**src/monoPixCfgPkg.sv**
```systemverilog
package monoPixCfgPkg;

    // Array sizes of the periphery
    localparam int NumFlavors = 4;  // PMOS_NOSF, PMOS, COMP, HV
    localparam int NumCols    = 8;  // Columns per flavor

    // Total configuration length in bits
    localparam int ConfBits = 48;

    // Field offsets into the configuration word
    // Bit 0 is the last bit shifted in
    localparam int EnOutLsb         = 0;   // Output enable, one bit per flavor
    localparam int EnFlavorLsb      = 4;   // Hit capture enable
    localparam int EnTestPatternLsb = 8;   // Fixed word instead of hit data
    localparam int EnHitOrLsb       = 12;  // HitOr output enable
    localparam int ColPulseSelLsb   = 16;  // Injection select, flavor-major

    // Outputs on, test pattern on, capture and injection off
    localparam logic [ConfBits-1:0] ConfDefault =
        (ConfBits'({NumFlavors{1'b1}}) << EnOutLsb) |
        (ConfBits'({NumFlavors{1'b1}}) << EnTestPatternLsb);

endpackage

```
**src/monoPixRoPkg.sv**
```systemverilog
package monoPixRoPkg;

    localparam int BcidBits = 6;  // Bunch-crossing stamp width
    localparam int ColBits  = 3;  // Column index within a flavor
    localparam int WordBits = 9;  // One serialized readout word

    // Serializer bit counter, must hold WordBits
    localparam int BitCntBits = $clog2(WordBits + 1);

    // Known word for link checks without hits
    localparam logic [WordBits-1:0] TestPattern = 9'h1A5;

    // Readout word
    // Hit view is column over Gray BCID, raw view is what goes on the wire
    typedef union packed {
        struct packed {
            logic [ColBits-1:0]  col;   // Upper bits
            logic [BcidBits-1:0] bcid;  // Gray coded stamp
        } hit;
        logic [WordBits-1:0] raw;
    } roWordU;

endpackage

```
**src/bcidCounter.sv**
```systemverilog
`timescale 1ns/1ps

module bcidCounter (
    input  logic                                ClkBx,
    input  logic                                reset_ff,
    output logic [monoPixRoPkg::BcidBits-1:0]   BcidGray
);

    import monoPixRoPkg::*;

    logic [BcidBits-1:0] binCnt;

    // Free running, wraps every 64 crossings
    always_ff @(posedge ClkBx) begin
        if (reset_ff) begin
            binCnt <= '0;
        end else begin
            binCnt <= binCnt + 1'b1;
        end
    end

    // One bit flips per step
    // Pixel latches sampling mid-change are off by one count at most
    assign BcidGray = binCnt ^ (binCnt >> 1);

endmodule

```
**src/confShiftReg.sv**
```systemverilog
`timescale 1ns/1ps

module confShiftReg (
    input  logic                                ClkBx,
    input  logic                                reset_ff,
    input  logic                                DefConf,
    input  logic                                ConfShift,
    input  logic                                ConfSi,
    input  logic                                ConfLd,
    output logic                                ConfSo,
    output logic [monoPixCfgPkg::ConfBits-1:0]  Conf
);

    import monoPixCfgPkg::*;

    logic [ConfBits-1:0] shiftReg;  // Serial chain, not yet live

    // Shift path
    // New bits enter at bit 0 and walk toward the MSB
    always_ff @(posedge ClkBx) begin
        if (reset_ff || DefConf) begin
            shiftReg <= ConfDefault;
        end else if (ConfShift) begin
            shiftReg <= {shiftReg[ConfBits-2:0], ConfSi};
        end
    end

    // Load shadow holds the live configuration
    // Loading only on ConfLd keeps the lanes steady while a new word shifts in
    always_ff @(posedge ClkBx) begin
        if (reset_ff || DefConf) begin
            Conf <= ConfDefault;
        end else if (ConfLd) begin
            Conf <= shiftReg;  // Pre-edge value, even with ConfShift high
        end
    end

    // Chain output for readback, MSB first
    assign ConfSo = shiftReg[ConfBits-1];

endmodule

```
**src/dataSerializer.sv**
```systemverilog
`timescale 1ns/1ps

module dataSerializer (
    input  logic                    ClkBx,
    input  logic                    reset_ff,
    input  logic                    Load,
    input  monoPixRoPkg::roWordU    Word,
    input  logic                    EnOut,
    output logic                    DataOut,
    output logic                    Busy
);

    import monoPixRoPkg::*;

    logic [WordBits-1:0]   shiftReg;
    logic [BitCntBits-1:0] bitCnt;  // Bits still to send

    // Control, counts down one bit per cycle
    always_ff @(posedge ClkBx) begin
        if (reset_ff) begin
            bitCnt <= '0;
        end else if (Load) begin
            bitCnt <= BitCntBits'(WordBits);
        end else if (bitCnt != '0) begin
            bitCnt <= bitCnt - 1'b1;
        end
    end

    // Payload, MSB sits at the top
    always_ff @(posedge ClkBx) begin
        if (Load) begin
            shiftReg <= Word.raw;
        end else if (bitCnt != '0) begin
            shiftReg <= {shiftReg[WordBits-2:0], 1'b0};
        end
    end

    assign Busy = (bitCnt != '0);

    // Line held low between words and when the lane is switched off
    assign DataOut = shiftReg[WordBits-1] & Busy & EnOut;

endmodule

```
**src/hitBuffer.sv**
```systemverilog
`timescale 1ns/1ps

module hitBuffer (
    input  logic                                ClkBx,
    input  logic                                reset_ff,
    input  logic [monoPixCfgPkg::NumCols-1:0]   HitIn,
    input  logic                                Pulse,
    input  logic [monoPixCfgPkg::NumCols-1:0]   ColPulseSel,
    input  logic                                EnFlavor,
    input  logic                                EnHitOr,
    input  logic                                Freeze,
    input  logic [monoPixRoPkg::BcidBits-1:0]   BcidGray,
    input  logic                                Pop,
    output logic                                AnyPending,
    output monoPixRoPkg::roWordU                HitWord,
    output logic                                HitOr
);

    import monoPixCfgPkg::*;
    import monoPixRoPkg::*;

    logic [NumCols-1:0]  effHit;   // Sensor hit or injected pulse
    logic [NumCols-1:0]  capture;
    logic [NumCols-1:0]  popMask;
    logic [NumCols-1:0]  pending;
    logic [BcidBits-1:0] stamp [NumCols];
    logic [ColBits-1:0]  lowCol;   // Lowest pending column

    assign effHit = HitIn | ({NumCols{Pulse}} & ColPulseSel);

    // Only an empty latch takes a new hit
    assign capture = effHit & ~pending & {NumCols{EnFlavor & ~Freeze}};

    // Priority encoder, column 0 wins
    always_comb begin
        lowCol = '0;
        for (int c = NumCols - 1; c >= 0; c--) begin
            if (pending[c]) begin
                lowCol = ColBits'(c);
            end
        end
    end

    assign popMask = Pop ? (NumCols'(1) << lowCol) : '0;

    always_ff @(posedge ClkBx) begin
        if (reset_ff) begin
            pending <= '0;
        end else begin
            pending <= (pending | capture) & ~popMask;
        end
    end

    // BCID stamp, written once per capture
    always_ff @(posedge ClkBx) begin
        for (int c = 0; c < NumCols; c++) begin
            if (capture[c]) begin
                stamp[c] <= BcidGray;  // Count of the cycle before the edge
            end
        end
    end

    assign AnyPending = |pending;

    always_comb begin
        HitWord.hit.col  = lowCol;
        HitWord.hit.bcid = stamp[lowCol];
    end

    // Fast trigger output, bypasses the latches
    assign HitOr = (|effHit) & EnHitOr;

endmodule

```
**src/monoPixCore.sv**
```systemverilog
`timescale 1ns/1ps

module monoPixCore (
    input  logic                                                    ClkBx,
    input  logic                                                    reset_ff,
    input  logic                                                    DefConf,
    input  logic                                                    ConfShift,
    input  logic                                                    ConfSi,
    input  logic                                                    ConfLd,
    input  logic                                                    Pulse,
    input  logic [monoPixCfgPkg::NumFlavors*monoPixCfgPkg::NumCols-1:0] HitIn,
    input  logic [monoPixCfgPkg::NumFlavors-1:0]                    Read,
    input  logic [monoPixCfgPkg::NumFlavors-1:0]                    Freeze,
    output logic                                                    ConfSo,
    output logic [monoPixCfgPkg::NumFlavors-1:0]                    TokenOut,
    output logic [monoPixCfgPkg::NumFlavors-1:0]                    DataOut,
    output logic [monoPixCfgPkg::NumFlavors-1:0]                    HitOr
);

    import monoPixCfgPkg::*;
    import monoPixRoPkg::*;

    logic [ConfBits-1:0] conf;      // Live configuration
    logic [BcidBits-1:0] bcidGray;  // Shared by all lanes

    confShiftReg confReg (
        .ClkBx     (ClkBx),
        .reset_ff  (reset_ff),
        .DefConf   (DefConf),
        .ConfShift (ConfShift),
        .ConfSi    (ConfSi),
        .ConfLd    (ConfLd),
        .ConfSo    (ConfSo),
        .Conf      (conf)
    );

    bcidCounter bcidCnt (
        .ClkBx    (ClkBx),
        .reset_ff (reset_ff),
        .BcidGray (bcidGray)
    );

    // One readout lane per flavor
    for (genvar f = 0; f < NumFlavors; f++) begin : lane
        logic   anyPending;
        logic   pop;
        logic   load;
        logic   busy;
        roWordU hitWord;
        roWordU word;

        hitBuffer hitBuf (
            .ClkBx       (ClkBx),
            .reset_ff    (reset_ff),
            .HitIn       (HitIn[f*NumCols +: NumCols]),
            .Pulse       (Pulse),
            .ColPulseSel (conf[ColPulseSelLsb + f*NumCols +: NumCols]),
            .EnFlavor    (conf[EnFlavorLsb + f]),
            .EnHitOr     (conf[EnHitOrLsb + f]),
            .Freeze      (Freeze[f]),
            .BcidGray    (bcidGray),
            .Pop         (pop),
            .AnyPending  (anyPending),
            .HitWord     (hitWord),
            .HitOr       (HitOr[f])
        );

        readoutCtrl roCtrl (
            .ClkBx         (ClkBx),
            .reset_ff      (reset_ff),
            .Read          (Read[f]),
            .AnyPending    (anyPending),
            .Busy          (busy),
            .EnOut         (conf[EnOutLsb + f]),
            .EnTestPattern (conf[EnTestPatternLsb + f]),
            .HitWord       (hitWord),
            .TokenOut      (TokenOut[f]),
            .Pop           (pop),
            .Load          (load),
            .Word          (word)
        );

        dataSerializer ser (
            .ClkBx    (ClkBx),
            .reset_ff (reset_ff),
            .Load     (load),
            .Word     (word),
            .EnOut    (conf[EnOutLsb + f]),
            .DataOut  (DataOut[f]),
            .Busy     (busy)
        );
    end

endmodule

```
**src/readoutCtrl.sv**
```systemverilog
`timescale 1ns/1ps

module readoutCtrl (
    input  logic                    ClkBx,
    input  logic                    reset_ff,
    input  logic                    Read,
    input  logic                    AnyPending,
    input  logic                    Busy,
    input  logic                    EnOut,
    input  logic                    EnTestPattern,
    input  monoPixRoPkg::roWordU    HitWord,
    output logic                    TokenOut,
    output logic                    Pop,
    output logic                    Load,
    output monoPixRoPkg::roWordU    Word
);

    import monoPixRoPkg::*;

    logic readReg;  // Read after the input flop
    logic accept;

    // Read arrives from off chip
    // One flop before it touches the token logic
    always_ff @(posedge ClkBx) begin
        if (reset_ff) begin
            readReg <= 1'b0;
        end else begin
            readReg <= Read;
        end
    end

    // Token offered only when a word is ready and the line is free
    // Busy from the serializer holds it low until the last bit is out
    assign TokenOut = EnOut & AnyPending & ~Busy;

    // Read without a token is dropped
    assign accept = readReg & TokenOut;

    // Pop and Load fire on the same edge
    // The word below is taken before the column clears
    assign Pop  = accept;
    assign Load = accept;

    // Word source
    always_comb begin
        if (EnTestPattern) begin
            Word.raw = TestPattern;  // Fixed word, column data ignored
        end else begin
            Word.raw = HitWord.raw;
        end
    end

endmodule

```
**config.mk**
```make
export PLATFORM = sky130hd
export DESIGN_NAME = monoPixCore
export DESIGN_NICKNAME = d
export VERILOG_FILES = /design/src/monoPixCfgPkg.sv /design/src/monoPixRoPkg.sv /design/src/bcidCounter.sv /design/src/confShiftReg.sv /design/src/dataSerializer.sv /design/src/hitBuffer.sv /design/src/monoPixCore.sv /design/src/readoutCtrl.sv
export SDC_FILE = /design/constraint.sdc
export NUM_CORES = 1
export LEC_CHECK = 0
export BUFFER_PORTS_ARGS = -buffer_cell sky130_fd_sc_hd__buf_2
export CAP_MARGIN = 20
export CORE_ASPECT_RATIO = 0.5
export CORE_UTILIZATION = 40
export CTS_CLUSTER_DIAMETER = 60
export DETAILED_ROUTE_END_ITERATION = 8
export GPL_TIMING_DRIVEN = 0
export SYNTH_ARGS = -nofsm -noshare
export SYNTH_HDL_FRONTEND = slang
export SYNTH_SLANG_ARGS = --single-unit
```
**constraint.sdc**
```tcl
create_clock -name ClkBx -period 2.56 [get_ports ClkBx]
set_clock_uncertainty 0.05 [all_clocks]
set_input_delay 0.512 -clock ClkBx [delete_from_list [all_inputs] [get_ports ClkBx]]
set_output_delay 0.512 -clock ClkBx [all_outputs]
set_load 0.1 [all_outputs]
```
==> results.sh <==
export IMPL_status="completed"
export IMPL_critical_path_buf_inv_count=1
export IMPL_power_w=0.0150
export IMPL_path_cells="or4_1 -> o21ai_2 -> a31oi_2 -> buf_8"
export IMPL_cp_startpoint="confReg.Conf[47]"
export IMPL_slowest_stage="or4_1"
export IMPL_gp_congestion=0.862
export IMPL_core_area_mm2=0.0389
export IMPL_worstMarginPinSlew_ps=1090
export IMPL_cp_depth=4
export IMPL_grt_pass1_wl_um=60200
export IMPL_syn_num_nets=1398
export IMPL_setup_violations=0
export IMPL_worst_slack_ps=45.7
export IMPL_rrSetupSlack_ps=90
export IMPL_synth_top_area_share_pct=43.3
export IMPL_wirelength_um=39100
export IMPL_insertion_delay_ps=540
export IMPL_fin_crit_ps=2510
export IMPL_clk_path_buf_depth=3
export IMPL_diodes=0
export IMPL_postCtsHoldBufs=0
export IMPL_synth_cell_types=73
export IMPL_die_h_um=143
export IMPL_grt_remaining_overflow=0
export IMPL_cp_data_required_time_ps=2000
export IMPL_cp_data_arrival_time_ps=1950
export IMPL_postRouteAntennaNets=0
export IMPL_portBuffers=55
export IMPL_max_freq_mhz=398
export IMPL_wire_per_inst_um=19.4
export IMPL_yosysWarnings=0
export IMPL_worstPathMaxFanout=3
export IMPL_avgSynthCellArea_um2=11.8
export IMPL_crit_reg2reg_launch="lane[1].hitBuf.pending[7]"
export IMPL_syn_cell_area_mm2=0.0158
export IMPL_h_tree_depth=2
export IMPL_ys_ff_latch=382
export IMPL_seq_area_frac_synth_pct=62.8
export IMPL_hpwl_um=27400
export IMPL_fillCellCount=3480
export IMPL_cts_num_sinks=382
export IMPL_antenna_found_initial=0
export IMPL_drt_pre_antenna_iters=5
export IMPL_final_common_cell="edfxtp_1"
export IMPL_path_class="reg2out"
export IMPL_drtIter0Drc=900
export IMPL_synth_area_top_cells="edfxtp_1, dfxtp_1, mux2i_1, nor2_1, a21oi_1"
export IMPL_hold_start="Read[3]"
export IMPL_clk_pin_slew_worst_paths_ps=70
export IMPL_start_kind="register"
export IMPL_num_rows=51
export IMPL_slew_viol_final=0
export IMPL_period_share_pct=98.2
export IMPL_initial_core_util_pct=40.6
export IMPL_grt_pass1_vias=10807
export IMPL_min_delay_path_class="in2reg"
export IMPL_dpl_worst_slack_ps=-778
export IMPL_pin_count=60
export IMPL_final_cell_mix="edfxtp_1, nor2_1, dfxtp_1, mux2i_1, nand2_1"
export IMPL_r2r_cells=6
export IMPL_vias=10901
export IMPL_path_delay_family="simple AND/OR/NAND/NOR gates"
export IMPL_hold_viol=0
export IMPL_die_area_mm2=0.0404
export IMPL_synth_edf_count=228
export IMPL_cap_violations=0
export IMPL_grt_usage_pct=19.2
export IMPL_slew_headroom_pct=26.9
export IMPL_cts_buffers=36
export IMPL_cts_root_buf="clkbuf_16"
export IMPL_cp_slowest_stage_delay_ps=550
export IMPL_nets=1519
export IMPL_power_density_mw_per_mm2=804
export IMPL_drc=0
export IMPL_leakage_nw=6.62
export IMPL_syn_inst=1339
export IMPL_grt_max_degree=35
export IMPL_cts_tree="done"
export IMPL_die_w_um=283
export IMPL_routed_via_density=5.40
export IMPL_min_path_cells=2
export IMPL_drive_above_1_share_pct=16.1
export IMPL_cp_end_kind="output port"
export IMPL_area_growth_pct=17.6
export IMPL_vdd_drop_max_mv=0.531
export IMPL_ys_async_sr_fraction_pct=0
export IMPL_synth_largest_area_cell="edfxtp_1"
export IMPL_synthFlopType="edfxtp_1"
==> sequential cells by signal, summed over array words and instances, names as in the netlist <==
register / cells
lane.ser.shiftReg: 36
bcidCnt.binCnt: 6
confReg.Conf: 48
lane.hitBuf.stamp: 192
lane.roCtrl.readReg: 4
lane.ser.bitCnt: 16
lane.hitBuf.pending: 32
confReg.shiftReg: 48
==> per-stage QoR <==
stage | util [%] | hold slack [ps] | cell area (µm²) | TNS (ps) | instances
2_1_floorplan | - | 380 | 15800 | 0 | 1339
3_3_place_gp | 43.0 | 388 | 16700 | -132340 | 1924
3_5_place_dp | 43.4 | 405 | 16900 | -84710 | 1931
4_1_cts | 47.1 | 118 | 18300 | -113 | 2009
5_1_grt | 47.8 | 126 | 18600 | -47.3 | 2017
6_report | 47.8 | 137 | 18600 | 0 | 2017
==> synth_stat cells (13+ instances only) <==
master and count:
a21oi_1 67, nor2_1 216, nand2b_1 14, nor4_1 18, inv_1 32, o21ai_0 36, a211oi_1 22, mux2i_1 130
nor2b_1 25, edfxtp_1 228, buf_4 13, o221ai_1 16, nor3_1 46, nand2_1 83, clkbuf_1 44, buf_2 14
dfxtp_1 154
==> cell families after synthesis <==
family                   after synthesis  synth area share [%]
AO/OA/AOI/OAI                        227                  10.1
XOR/XNOR                              13                 0.720
adder cells (fa/ha/maj)               12                 0.950
buffers and inverters                110                  3.08
flip-flops                           382                  62.8
multiplexers                         139                  8.87
AND/OR/NAND/NOR                      456                  13.5
==> power breakdown <==
group / total [W] / switching, W / leakage, nW / internal (W)
sequential: 0.00736 / 0.000212 / 3.38 / 0.00714
clock: 0.00515 / 0.00226 / 0.549 / 0.00289
combinational: 0.00244 / 0.00149 / 2.69 / 0.000960
==> worst register-to-register path, stage by stage, from the launching register on <==
cell       delay, ps
dfxtp_1          480
nand2b_1         170
a21oi_1          480
o31a_1           340
nor2b_1          130
a2111oi_4        380
o221ai_1         160
==> worst paths after layout <==
check,end
worst max register to register,lane[1].ser.shiftReg[2]
worst min-delay path,lane[3].roCtrl.readReg
worst max-delay path,HitOr[3]
worst min register to register,bcidCnt.binCnt[0]
==> routing by layer <==
metal / track usage [%] / routed length [µm] / vias to the layer above
li1: - / - / 5181
met1: 25.0 / 17300 / 5313
met2: 32.3 / 18700 / 329
met3: 2.82 / 1790 / 78
met4: 7.94 / 1260 / 0
met5: 0 / 0 / -
==> final cells by class <==
| class | count | area, µm² | share of cell area, % |
|---|---|---|---|
| Multi-Input combinational cell | 847 | 5700 | 30.7 |
| Inverter | 33 | 124 | 0.666 |
| Sequential cell | 382 | 9940 | 53.5 |
| Timing Repair Buffer | 87 | 696 | 3.74 |
| Clock buffer | 57 | 1070 | 5.77 |
| Buffer | 73 | 353 | 1.90 |
| Tap cell | 530 | 663 | 3.57 |
| Clock inverter | 8 | 46.3 | 0.249 |
==> timing repair <==
action	in CTS	in global routing
gates resized for setup	51	61
endpoints found under the setup margin	109	60
pin swaps	5	13
buffers inserted	14	3
No activity file was read; power rests on OpenSTA's default activity.
